--- src/common/ptw_dmem_pkg.sv ---
/* Shared widths, command codes and request types for the PTW to data cache
   adapter */

package ptw_dmem_pkg;

    // ------------------------------------------------------------------------
    // Widths and constants
    // ------------------------------------------------------------------------
    localparam int PADDR_W     = 40;
    localparam int XLEN        = 64;
    localparam int LINE_WORDS  = 4;
    localparam int LANE_W      = 2;
    localparam int OFFSET_W    = 5;
    localparam int SET_W       = 7;
    localparam int TAG_W       = PADDR_W - SET_W - OFFSET_W;
    localparam int CMD_W       = 5;
    localparam int TYP_W       = 3;

    // PTW command that turns into an atomic OR on the cache
    localparam logic [CMD_W-1:0] CMD_AMO_OR = 5'b01010;

    // Requests issued to the cache and not yet answered
    localparam int OUTSTANDING = 4;
    localparam int QPTR_W      = $clog2(OUTSTANDING);

    // ------------------------------------------------------------------------
    // Types
    // ------------------------------------------------------------------------
    typedef enum logic {
        OP_LOAD,
        OP_AMO_OR
    } cache_op_e;

    typedef logic [LINE_WORDS-1:0][XLEN-1:0] line_t;
    typedef logic [LINE_WORDS-1:0][7:0]      line_be_t;

    // Address as the cache sees it, from tag down to byte in word
    typedef struct packed {
        logic [TAG_W-1:0]           tag;
        logic [SET_W-1:0]           set_idx;
        logic [LANE_W-1:0]          lane;
        logic [OFFSET_W-LANE_W-1:0] byte_idx;
    } paddr_cache_t;

    typedef union packed {
        logic [PADDR_W-1:0] flat;
        paddr_cache_t       cache;
    } paddr_u;

    // Request from the page table walker
    typedef struct packed {
        paddr_u             addr;
        logic [CMD_W-1:0]   cmd;
        logic [TYP_W-1:0]   typ;
        logic [XLEN-1:0]    data;
    } ptw_req_t;

    // Line-wide request toward the data cache
    typedef struct packed {
        logic [SET_W+OFFSET_W-1:0] addr_offset;
        logic [TAG_W-1:0]          addr_tag;
        cache_op_e                 op;
        logic [TYP_W-1:0]          size;
        line_t                     wdata;
        line_be_t                  be;
    } cache_req_t;

    // Decoded item between the two request stages
    typedef struct packed {
        paddr_u             addr;
        cache_op_e          op;
        logic [TYP_W-1:0]   size;
        logic [XLEN-1:0]    data;
    } pipe_item_t;

endpackage

--- src/source/ptw_req_decode.sv ---
/* PTW request stage, registers each accepted request and decodes the
   command into a cache operation */

`timescale 1ns/10ps

module ptw_req_decode (
    input  logic                    clk_i,
    input  logic                    rst_n_i,

    input  logic                    ptw_req_valid_i,
    input  ptw_dmem_pkg::ptw_req_t  ptw_req_i,
    output logic                    ptw_req_ready_o,

    output logic                    item_valid_o,
    output ptw_dmem_pkg::pipe_item_t item_o,
    input  logic                    item_ready_i
);

    logic                     item_valid_q;
    ptw_dmem_pkg::pipe_item_t item_q;
    ptw_dmem_pkg::pipe_item_t item_d;
    logic                     accept;

    // Free slot, or the held item leaves this cycle
    assign ptw_req_ready_o = !item_valid_q || item_ready_i;
    assign accept          = ptw_req_valid_i && ptw_req_ready_o;

    // ------------------------------------------------------------------------
    // Command decode
    // ------------------------------------------------------------------------
    always_comb begin
        item_d.addr = ptw_req_i.addr;
        item_d.size = ptw_req_i.typ;
        item_d.data = ptw_req_i.data;
        // Anything other than AMO-OR is read as a plain load
        if (ptw_req_i.cmd == ptw_dmem_pkg::CMD_AMO_OR) begin
            item_d.op = ptw_dmem_pkg::OP_AMO_OR;
        end else begin
            item_d.op = ptw_dmem_pkg::OP_LOAD;
        end
    end

    always_ff @(posedge clk_i) begin
        if (!rst_n_i) begin
            item_valid_q <= 1'b0;
        end else if (ptw_req_ready_o) begin
            item_valid_q <= ptw_req_valid_i;
        end
    end

    // Payload only
    always_ff @(posedge clk_i) begin
        if (accept) begin
            item_q <= item_d;
        end
    end

    assign item_valid_o = item_valid_q;
    assign item_o       = item_q;

    // Held item must not change while lane_pack is busy
    a_item_stable : assert property (
        @(posedge clk_i) disable iff (!rst_n_i)
        item_valid_o && !item_ready_i |=> item_valid_o && $stable(item_o)
    );

endmodule

--- src/source/lane_pack.sv ---
/* Cache request stage, places the PTW word and its byte enables in the
   addressed lane and drives the cache request port */

`timescale 1ns/10ps

module lane_pack (
    input  logic                     clk_i,
    input  logic                     rst_n_i,

    input  logic                     item_valid_i,
    input  ptw_dmem_pkg::pipe_item_t item_i,
    output logic                     item_ready_o,

    input  logic                     credit_ok_i,

    output logic                     cache_req_valid_o,
    output ptw_dmem_pkg::cache_req_t cache_req_o,
    input  logic                     cache_req_ready_i
);

    logic                     req_valid_q;
    ptw_dmem_pkg::cache_req_t req_q;
    ptw_dmem_pkg::cache_req_t req_d;
    logic                     issue;

    // ------------------------------------------------------------------------
    // Address split and lane placement
    // ------------------------------------------------------------------------
    always_comb begin
        req_d.addr_offset = {item_i.addr.cache.set_idx,
                             item_i.addr.cache.lane,
                             item_i.addr.cache.byte_idx};
        req_d.addr_tag    = item_i.addr.cache.tag;
        req_d.op          = item_i.op;
        req_d.size        = item_i.size;
        for (int i = 0; i < ptw_dmem_pkg::LINE_WORDS; i++) begin
            if (int'(item_i.addr.cache.lane) == i) begin
                req_d.wdata[i] = item_i.data;
                // Loads write nothing
                req_d.be[i] = (item_i.op == ptw_dmem_pkg::OP_AMO_OR) ? 8'hff : 8'h00;
            end else begin
                req_d.wdata[i] = '0;
                req_d.be[i]    = 8'h00;
            end
        end
    end

    // Request is held back while the response queue is full
    assign cache_req_valid_o = req_valid_q && credit_ok_i;
    assign cache_req_o       = req_q;
    assign issue             = cache_req_valid_o && cache_req_ready_i;
    assign item_ready_o      = !req_valid_q || issue;

    always_ff @(posedge clk_i) begin
        if (!rst_n_i) begin
            req_valid_q <= 1'b0;
        end else if (item_ready_o) begin
            req_valid_q <= item_valid_i;
        end
    end

    always_ff @(posedge clk_i) begin
        if (item_valid_i && item_ready_o) begin
            req_q <= req_d;
        end
    end

    a_be_amo_only : assert property (
        @(posedge clk_i) disable iff (!rst_n_i)
        cache_req_valid_o && (cache_req_o.op == ptw_dmem_pkg::OP_LOAD)
            |-> cache_req_o.be == '0
    );

    // Back-pressure from the cache holds the request steady
    a_req_stable : assert property (
        @(posedge clk_i) disable iff (!rst_n_i)
        cache_req_valid_o && !cache_req_ready_i
            |=> cache_req_valid_o && $stable(cache_req_o)
    );

endmodule

--- src/source/rsp_word_select.sv ---
/* Response path, queues the lane of every issued request and returns the
   matching 64-bit word of each line-wide cache response */

`timescale 1ns/10ps

module rsp_word_select (
    input  logic                            clk_i,
    input  logic                            rst_n_i,

    input  logic                            issue_i,
    input  ptw_dmem_pkg::cache_req_t        issue_req_i,
    output logic                            credit_ok_o,

    input  logic                            cache_rsp_valid_i,
    input  ptw_dmem_pkg::line_t             cache_rsp_data_i,

    output logic                            ptw_rsp_valid_o,
    output logic [ptw_dmem_pkg::XLEN-1:0]   ptw_rsp_data_o
);

    // ------------------------------------------------------------------------
    // Outstanding lane queue
    // ------------------------------------------------------------------------
    logic [ptw_dmem_pkg::LANE_W-1:0] lane_q [ptw_dmem_pkg::OUTSTANDING];
    logic [ptw_dmem_pkg::QPTR_W-1:0] wr_ptr_q;
    logic [ptw_dmem_pkg::QPTR_W-1:0] rd_ptr_q;
    logic [ptw_dmem_pkg::QPTR_W:0]   count_q;
    logic [ptw_dmem_pkg::LANE_W-1:0] issue_lane;

    logic                            rsp_valid_q;
    logic [ptw_dmem_pkg::XLEN-1:0]   rsp_data_q;

    // Word index sits at the top of the line offset
    assign issue_lane = issue_req_i.addr_offset[ptw_dmem_pkg::OFFSET_W-1 -:
                                                ptw_dmem_pkg::LANE_W];

    always_ff @(posedge clk_i) begin
        if (issue_i) begin
            lane_q[wr_ptr_q] <= issue_lane;
        end
    end

    always_ff @(posedge clk_i) begin
        if (!rst_n_i) begin
            wr_ptr_q <= '0;
            rd_ptr_q <= '0;
            count_q  <= '0;
        end else begin
            if (issue_i) begin
                wr_ptr_q <= wr_ptr_q + 1'b1;
            end
            if (cache_rsp_valid_i) begin
                rd_ptr_q <= rd_ptr_q + 1'b1;
            end
            case ({issue_i, cache_rsp_valid_i})
                2'b10:   count_q <= count_q + 1'b1;
                2'b01:   count_q <= count_q - 1'b1;
                default: count_q <= count_q;
            endcase
        end
    end

    // MSB of the count is set only at OUTSTANDING entries
    assign credit_ok_o = !count_q[ptw_dmem_pkg::QPTR_W];

    // ------------------------------------------------------------------------
    // Word select, one cycle after the cache response
    // ------------------------------------------------------------------------
    always_ff @(posedge clk_i) begin
        if (!rst_n_i) begin
            rsp_valid_q <= 1'b0;
        end else begin
            rsp_valid_q <= cache_rsp_valid_i;
        end
    end

    always_ff @(posedge clk_i) begin
        if (cache_rsp_valid_i) begin
            rsp_data_q <= cache_rsp_data_i[lane_q[rd_ptr_q]];
        end
    end

    assign ptw_rsp_valid_o = rsp_valid_q;
    assign ptw_rsp_data_o  = rsp_data_q;

    // Every cache response answers an earlier issue
    a_no_orphan_rsp : assert property (
        @(posedge clk_i) disable iff (!rst_n_i)
        cache_rsp_valid_i |-> count_q != '0
    );

endmodule

--- src/source/ptw_dmem_bridge.sv ---
/* PTW to data cache adapter, decode, lane packing and response word
   selection with several accesses in flight */

`timescale 1ns/10ps

module ptw_dmem_bridge (
    input  logic                            clk_i,
    input  logic                            rst_n_i,

    // PTW request and response
    input  logic                            ptw_req_valid_i,
    input  ptw_dmem_pkg::ptw_req_t          ptw_req_i,
    output logic                            ptw_req_ready_o,
    output logic                            ptw_rsp_valid_o,
    output logic [ptw_dmem_pkg::XLEN-1:0]   ptw_rsp_data_o,

    // Data cache request and response
    output logic                            cache_req_valid_o,
    output ptw_dmem_pkg::cache_req_t        cache_req_o,
    input  logic                            cache_req_ready_i,
    input  logic                            cache_rsp_valid_i,
    input  ptw_dmem_pkg::line_t             cache_rsp_data_i
);

    logic                     item_valid;
    logic                     item_ready;
    ptw_dmem_pkg::pipe_item_t item;
    logic                     credit_ok;
    logic                     issue;

    assign issue = cache_req_valid_o && cache_req_ready_i;

    ptw_req_decode req_decode0 (
        .clk_i           (clk_i),
        .rst_n_i         (rst_n_i),
        .ptw_req_valid_i (ptw_req_valid_i),
        .ptw_req_i       (ptw_req_i),
        .ptw_req_ready_o (ptw_req_ready_o),
        .item_valid_o    (item_valid),
        .item_o          (item),
        .item_ready_i    (item_ready)
    );

    lane_pack lane_pack0 (
        .clk_i             (clk_i),
        .rst_n_i           (rst_n_i),
        .item_valid_i      (item_valid),
        .item_i            (item),
        .item_ready_o      (item_ready),
        .credit_ok_i       (credit_ok),
        .cache_req_valid_o (cache_req_valid_o),
        .cache_req_o       (cache_req_o),
        .cache_req_ready_i (cache_req_ready_i)
    );

    rsp_word_select rsp_select0 (
        .clk_i             (clk_i),
        .rst_n_i           (rst_n_i),
        .issue_i           (issue),
        .issue_req_i       (cache_req_o),
        .credit_ok_o       (credit_ok),
        .cache_rsp_valid_i (cache_rsp_valid_i),
        .cache_rsp_data_i  (cache_rsp_data_i),
        .ptw_rsp_valid_o   (ptw_rsp_valid_o),
        .ptw_rsp_data_o    (ptw_rsp_data_o)
    );

endmodule

--- config.mk ---
export PLATFORM = sky130hd
export DESIGN_NAME = ptw_dmem_bridge
export DESIGN_NICKNAME = d
export VERILOG_FILES = /design/src/common/ptw_dmem_pkg.sv /design/src/source/ptw_req_decode.sv /design/src/source/lane_pack.sv /design/src/source/rsp_word_select.sv /design/src/source/ptw_dmem_bridge.sv
export SDC_FILE = /design/constraint.sdc
export NUM_CORES = 1
export LEC_CHECK = 0
export BUFFER_PORTS_ARGS = -buffer_cell sky130_fd_sc_hd__buf_2
export CAP_MARGIN = 25
export CORE_AREA = 2 2 297 299
export CTS_BUF_LIST = sky130_fd_sc_hd__clkbuf_16
export CTS_CLUSTER_DIAMETER = 50
export CTS_CLUSTER_SIZE = 16
export DETAILED_ROUTE_END_ITERATION = 10
export DIE_AREA = 0 0 299 301
export SLEW_MARGIN = 20
export SYNTH_ARGS = -nofsm -noshare
export SYNTH_HDL_FRONTEND = slang
export SYNTH_SLANG_ARGS = --single-unit
--- constraint.sdc ---
create_clock -name clk_i -period 30.9 [get_ports clk_i]
set_input_delay 4.635 -clock clk_i [delete_from_list [all_inputs] [get_ports clk_i]]
set_output_delay 4.635 -clock clk_i [all_outputs]
set_load 0.02 [all_outputs]
# Word-level counts from Yosys, hierarchy flattened

Memories as Yosys holds them, arrays and structs flattened. A register that Yosys moved wholly into a read port is not among the register bits.
Index checks and enable logic that the tools add are counted.

Register bits after elaboration: 514
RAM bits: 8
Input port bits: 373
Output and inout bits: 399
Word-level logic and storage cells: 55
Memories: 1

Add/subtract/negate cells: 4
Magnitude comparators: 1
Eq/ne operators: 6
Mux-type cells: 9
Reduce and logical (&&, ||, !) cells: 11

Memories:

| memory             | words | width | read ports | clocked after memory_dff | write ports | line                  | source |
|---|---|---|---|---|---|---|---|
| rsp_select0.lane_q | 4     | 2     | 1          | 1                        | 1           | rsp_word_select.sv:24 | `logic [ptw_dmem_pkg::LANE_W-1:0] lane_q [ptw_dmem_pkg::OUTSTANDING];` |

Operators with widths:

| operator              | number |
|---|---|
| $bmux W64 S2          | 1 |
| $mux W64              | 1 |
| $mux W8               | 1 |
| $eq A2 B2 Y1 const B  | 3 |
| $pmux W3 S2           | 1 |
| $eq A5 B4 Y1 const B  | 1 |
| $add A2 B1 Y2 const B | 2 |
| $eq A2 B1 Y1 const B  | 2 |
| $logic_and A1 B1 Y1   | 4 |
| $mux W2               | 2 |
| $add A3 B1 Y3 const B | 1 |
| $logic_not A1 Y1      | 3 |
| $lt A2 B3 Y1 const B  | 1 |
| $mux W1               | 3 |
| $sub A3 B1 Y3 const B | 1 |
| $logic_not A2 Y1      | 1 |
| $logic_or A1 B1 Y1    | 2 |
| $reduce_bool A2 Y1    | 1 |

# Depth between registers and ports, before layout

Depth in word-level cells: 6
Depth in mapped cells: 9
Depth with buffers taken out: 8

# By module

A second synthesis with hierarchy kept.

Cells, all modules: 1,086
Area, all modules: 19,302.3 µm²

By module, submodules not included:

| module          | instances | cells an instance | area each (µm²) |
|---|---|---|---|
| lane_pack       | 1         | 636               | 11,189.5 |
| rsp_word_select | 1         | 334               | 4,790.8 |
| ptw_req_decode  | 1         | 115               | 3,315.7 |
| ptw_dmem_bridge | 1         | 1                 | 6.3 |

# Worst setup path before layout

Ideal clock, no wire load.

Kind: input -> register
From: input cache_req_ready_i
To: register lane_pack0.req_q, in the netlist lane_pack0.cache_req_o[100], enable pin
Library setup time: 1.435 ns
Arrival time: 26.922 ns
Data required time: 29.465 ns
Slack: 2.543 ns
Stages on the path: 4
Path buffers: 1
Cell sequence: and3b_1 -> clkbuf_1 -> inv_1 -> a21boi_0

Longest elaborated chain between the ends: 3

RTL lines:

| item                 | line                  | source |
|---|---|---|
| start, declared      | ptw_dmem_bridge.sv:20 | `input logic cache_req_ready_i,` |
| $logic_and A1 B1 Y1  | lane_pack.sv:51       | `assign issue = cache_req_valid_o && cache_req_ready_i;` |
| $logic_or A1 B1 Y1   | lane_pack.sv:52       | `assign item_ready_o = !req_valid_q \|\| issue;` |
| $logic_and A1 B1 Y1  | lane_pack.sv:63       | `if (item_valid_i && item_ready_o) begin` |
| end signal, assigned | lane_pack.sv:64       | `req_q <= req_d;` |
| end, declared        | lane_pack.sv:22       | `ptw_dmem_pkg::cache_req_t req_q;` |

Every way passes these cells.
A chain may end at the register's enable or synchronous reset.

# Worst setup path in the final report

From: input cache_req_ready_i
To: output ptw_req_ready_o

Longest elaborated chain between the ends: 3

RTL lines:

| item                | line                  | source |
|---|---|---|
| $logic_and A1 B1 Y1 | lane_pack.sv:51       |  |
| $logic_or A1 B1 Y1  | lane_pack.sv:52       |  |
| $logic_or A1 B1 Y1  | ptw_req_decode.sv:25  | `assign ptw_req_ready_o = !item_valid_q \|\| item_ready_i;` |
| end, declared       | ptw_dmem_bridge.sv:13 | `output logic ptw_req_ready_o,` |

Every way passes these cells.

==> impl_results.md <==
* Crit end category: primary output
* GP Congestion at 0.959
* Die Y at 301 um
* Die Wd at 299 um
* Final setup fails at 0
* Post-synth EDFFs at 484
* Count leader, synth: edfxtp_1
* Power density cells at 64.9 nW/um^2
* Fin crit period at 9.82 ns
* Normalized max-slew margin at 30.8%
* Final instance area at 26400 sq um
* Slew Limit Fails at 0
* CTS Buf Count at 60
* Vias per cell at slightly above 4
* Synth Area in XOR/XNOR at less than 1%
* VDD IR-drop max at about 0.042 mV
* Worst-Skew Late Latency at 0.63 ns
* CTS tree: built
* Startpoint Class: primary input
* Final ANT Viol Nets at 0
* Primary FF master, synth: edfxtp_1
* PortBufs at 771
* Sequential fraction of the synthesis area at 76.7%
* Drt first pass iters at 5
* Post-CTS setup buffers at 0
* Hold depth at 0
* Pleak at 11.3 nW
* Hold path start: req_decode0.item_o[85]
* # IOs at 772
* Syn-to-layout area delta at 36.8%
* Reg-to-Reg End: lane_pack0.cache_req_o[22]
* RSZ-0062 raised after global routing: false
* Total number of vias at 12400
* Mapped Cells at 1089
* Synth area leader: edfxtp_1
* Hold Path Class: reg2reg
* Post-route DRC at 0
* CP arrival at between 5 and 6 ns
* Vias in the first global route at 13100
* Top cells by count, synth: 484 x edfxtp_1, 205 x and2_1, 192 x mux2i_1
* Mux cell area share after synthesis at between 10% and 20%
* Clock transition at path regs at 0.07 ns
* DR iter-0 viols at 700
* Rows at 108
* Post-Synth Adder-Cell Area at 0.429%
* Clk_skew at 0.0298 ns
* Dpl cell area at 24200 sq um
* Largest net degree at the start of global routing at 86
* Die area at 90000 sq um
* Hold buffers post-CTS at 0
* Number of synthesized register bits at around 500
* Synthesized area per cell at between 15 and 20 sq um
* Net Count, Synth at 1468
* WL final at roughly 66000 um
* Clk root buf: clkbuf_16
* Slew @ Worst Pin at 1.04 ns
* Initial antenna violation count at 39
* Initial Util at 22.3%
* Worst endpoint required time at around 26 ns
* Crit path max fanout at 2
* Global route overflow at 0
* Post-synthesis compound-gate area fraction at less than 1%
* Final hold viol count at 0
* Ranking of synthesized cells by area: edfxtp_1 75%, mux2i_1 10%, and2_1 6.7%
* Share of cells above drive strength 1 at 47.2%
* Sum Neg Setup Slack at 0 ns
* Count of cells resized by post-cts repair at 0
* Fraction of the mapped netlist area in simple logic gates at 9.25%
* Worst reg-to-reg path cell count at 8
* Final period utilization at between 30% and 40%
* Fmax at between 100 and 150 MHz
* CTS Sinks at between 400 and 500
* Reg-to-reg startpoint: lane_pack0.req_valid_q
* Top-area cell type share of the netlist area at roughly three quarters
* Area of the mapped netlist at about 19000 sq um
* Hold path endpoint: lane_pack0.cache_req_o[297]
* Largest family of logic cells by synthesized area: multiplexers
* Synthesis Warnings at 0
* Crit path kind: in2out
* First-pass GRT wire length at 91200 um
* CTS Buffer Depth at 3
* Ys async rst share at 0%
* H-tree Lvls at 2
* Wire per inst at 21.5 um
* Status: finished clean
* R2r setup slk at roughly 26 ns
* Core area at 86500 sq um
* Synth unique cells at 27
* Max-cap check violation count at 0
* Layout Nets at 2233
* Tot GR Track Use at between 10% and 20%
* Detailed Place HPWL at 49200 um
-- per-stage QoR --
step / hold WS (ns) / std cells / util, % / power, mW / setup slack [ns]
global placement: 0.400 / 2946 / 28.0 / 1.01 / 21.07
floorplan: 0.400 / 1089 / - / 0.943 / 2.54
CTS: 0.412 / 3057 / 30.4 / 1.73 / 21.08
detailed placement: 0.405 / 2946 / 28.0 / 1.01 / 21.08
finish: 0.410 / 3067 / 30.5 / 1.71 / 21.08
global route: 0.424 / 3061 / 30.5 / 1.77 / 21.05
-- where the power goes --
part | switching, mW | total (mW) | leakage (nW) | internal (mW)
combinational | 0.121 | 0.190 | 5.43 | 0.0691
sequential | 0.0162 | 0.802 | 4.81 | 0.786
clock | 0.321 | 0.720 | 1.02 | 0.398
-- cell families (layout without fill, tap and decap cells) --
family	Yosys count	count (layout)
other	0	9
buffers and inverters	93	907
flip-flops	496	496
XOR/XNOR	4	4
AO/OA/AOI/OAI	9	9
multiplexers	194	194
adder cells (fa/ha/maj)	6	6
AND/OR/NAND/NOR	287	287
-- routing by layer --
layer	routed length, um	vias up	GRT usage (%)
met4	2640	30	5.06
met5	203	-	0
met1	24000	6068	15.0
met3	5880	160	5.09
met2	33300	613	24.9
li1	-	5566	-
-- placed cells by master (no fill, tap or decap), types with 2 or more instances in the layout --
master	count
buf_2	770
edfxtp_1	484
and2_1	205
mux2i_1	192
and3_1	65
clkbuf_16	60
buf_4	18
inv_1	14
dfxtp_1	12
clkinv_8	11
diode_2	9
inv_6	8
nand2_1	6
clkinvlp_4	6
ha_1	5
a21boi_0	4
clkinv_2	4
inv_8	4
bufinv_16	3
clkinv_4	3
mux4_4	2
nor2b_1	2
nor2b_4	2
xor2_1	2
o21ai_0	2
xnor2_1	2
inv_12	2
-- flip-flops by register name, indices dropped and copies added, names as in the netlist, named ones only --
register	count
lane_pack0.cache_req_o	304
rsp_select0.ptw_rsp_valid_o	1
rsp_select0.lane_q	8
rsp_select0.ptw_rsp_data_o	64
rsp_select0.count_q	3
rsp_select0.wr_ptr_q	2
req_decode0.item_o	108
rsp_select0.rd_ptr_q	2
lane_pack0.req_valid_q	1
req_decode0.item_valid_o	1
-- worst max-delay path: stages --
cell and delay, ns:
buf_2 0.11, nand2b_1 0.14, nand3_1 0.11, buf_2 0.19
-- final cells by class --
type	instances	area, sq um
fill	8698	60100
clock inverter	51	588
inverter	7	26.3
clock buffer	60	1500
tap	1155	1450
multi-input combinational	500	3980
sequential	496	14800
antenna	9	22.5
timing repair buffer	789	4020
-- worst max path at each step --
stage / slack [ns] / startpoint / depth (start not counted) / endpoint
floorplan: 2.54 / cache_req_ready_i / 4 / lane_pack0.cache_req_o[100]
global placement: 21.07 / cache_req_ready_i / 4 / ptw_req_ready_o
detailed placement: 21.08 / cache_req_ready_i / 4 / ptw_req_ready_o
CTS: 21.08 / cache_req_ready_i / 4 / ptw_req_ready_o
global route: 21.05 / cache_req_ready_i / 4 / ptw_req_ready_o
finish: 21.08 / cache_req_ready_i / 4 / ptw_req_ready_o
Note: power is estimated with default switching activity, not from simulation.
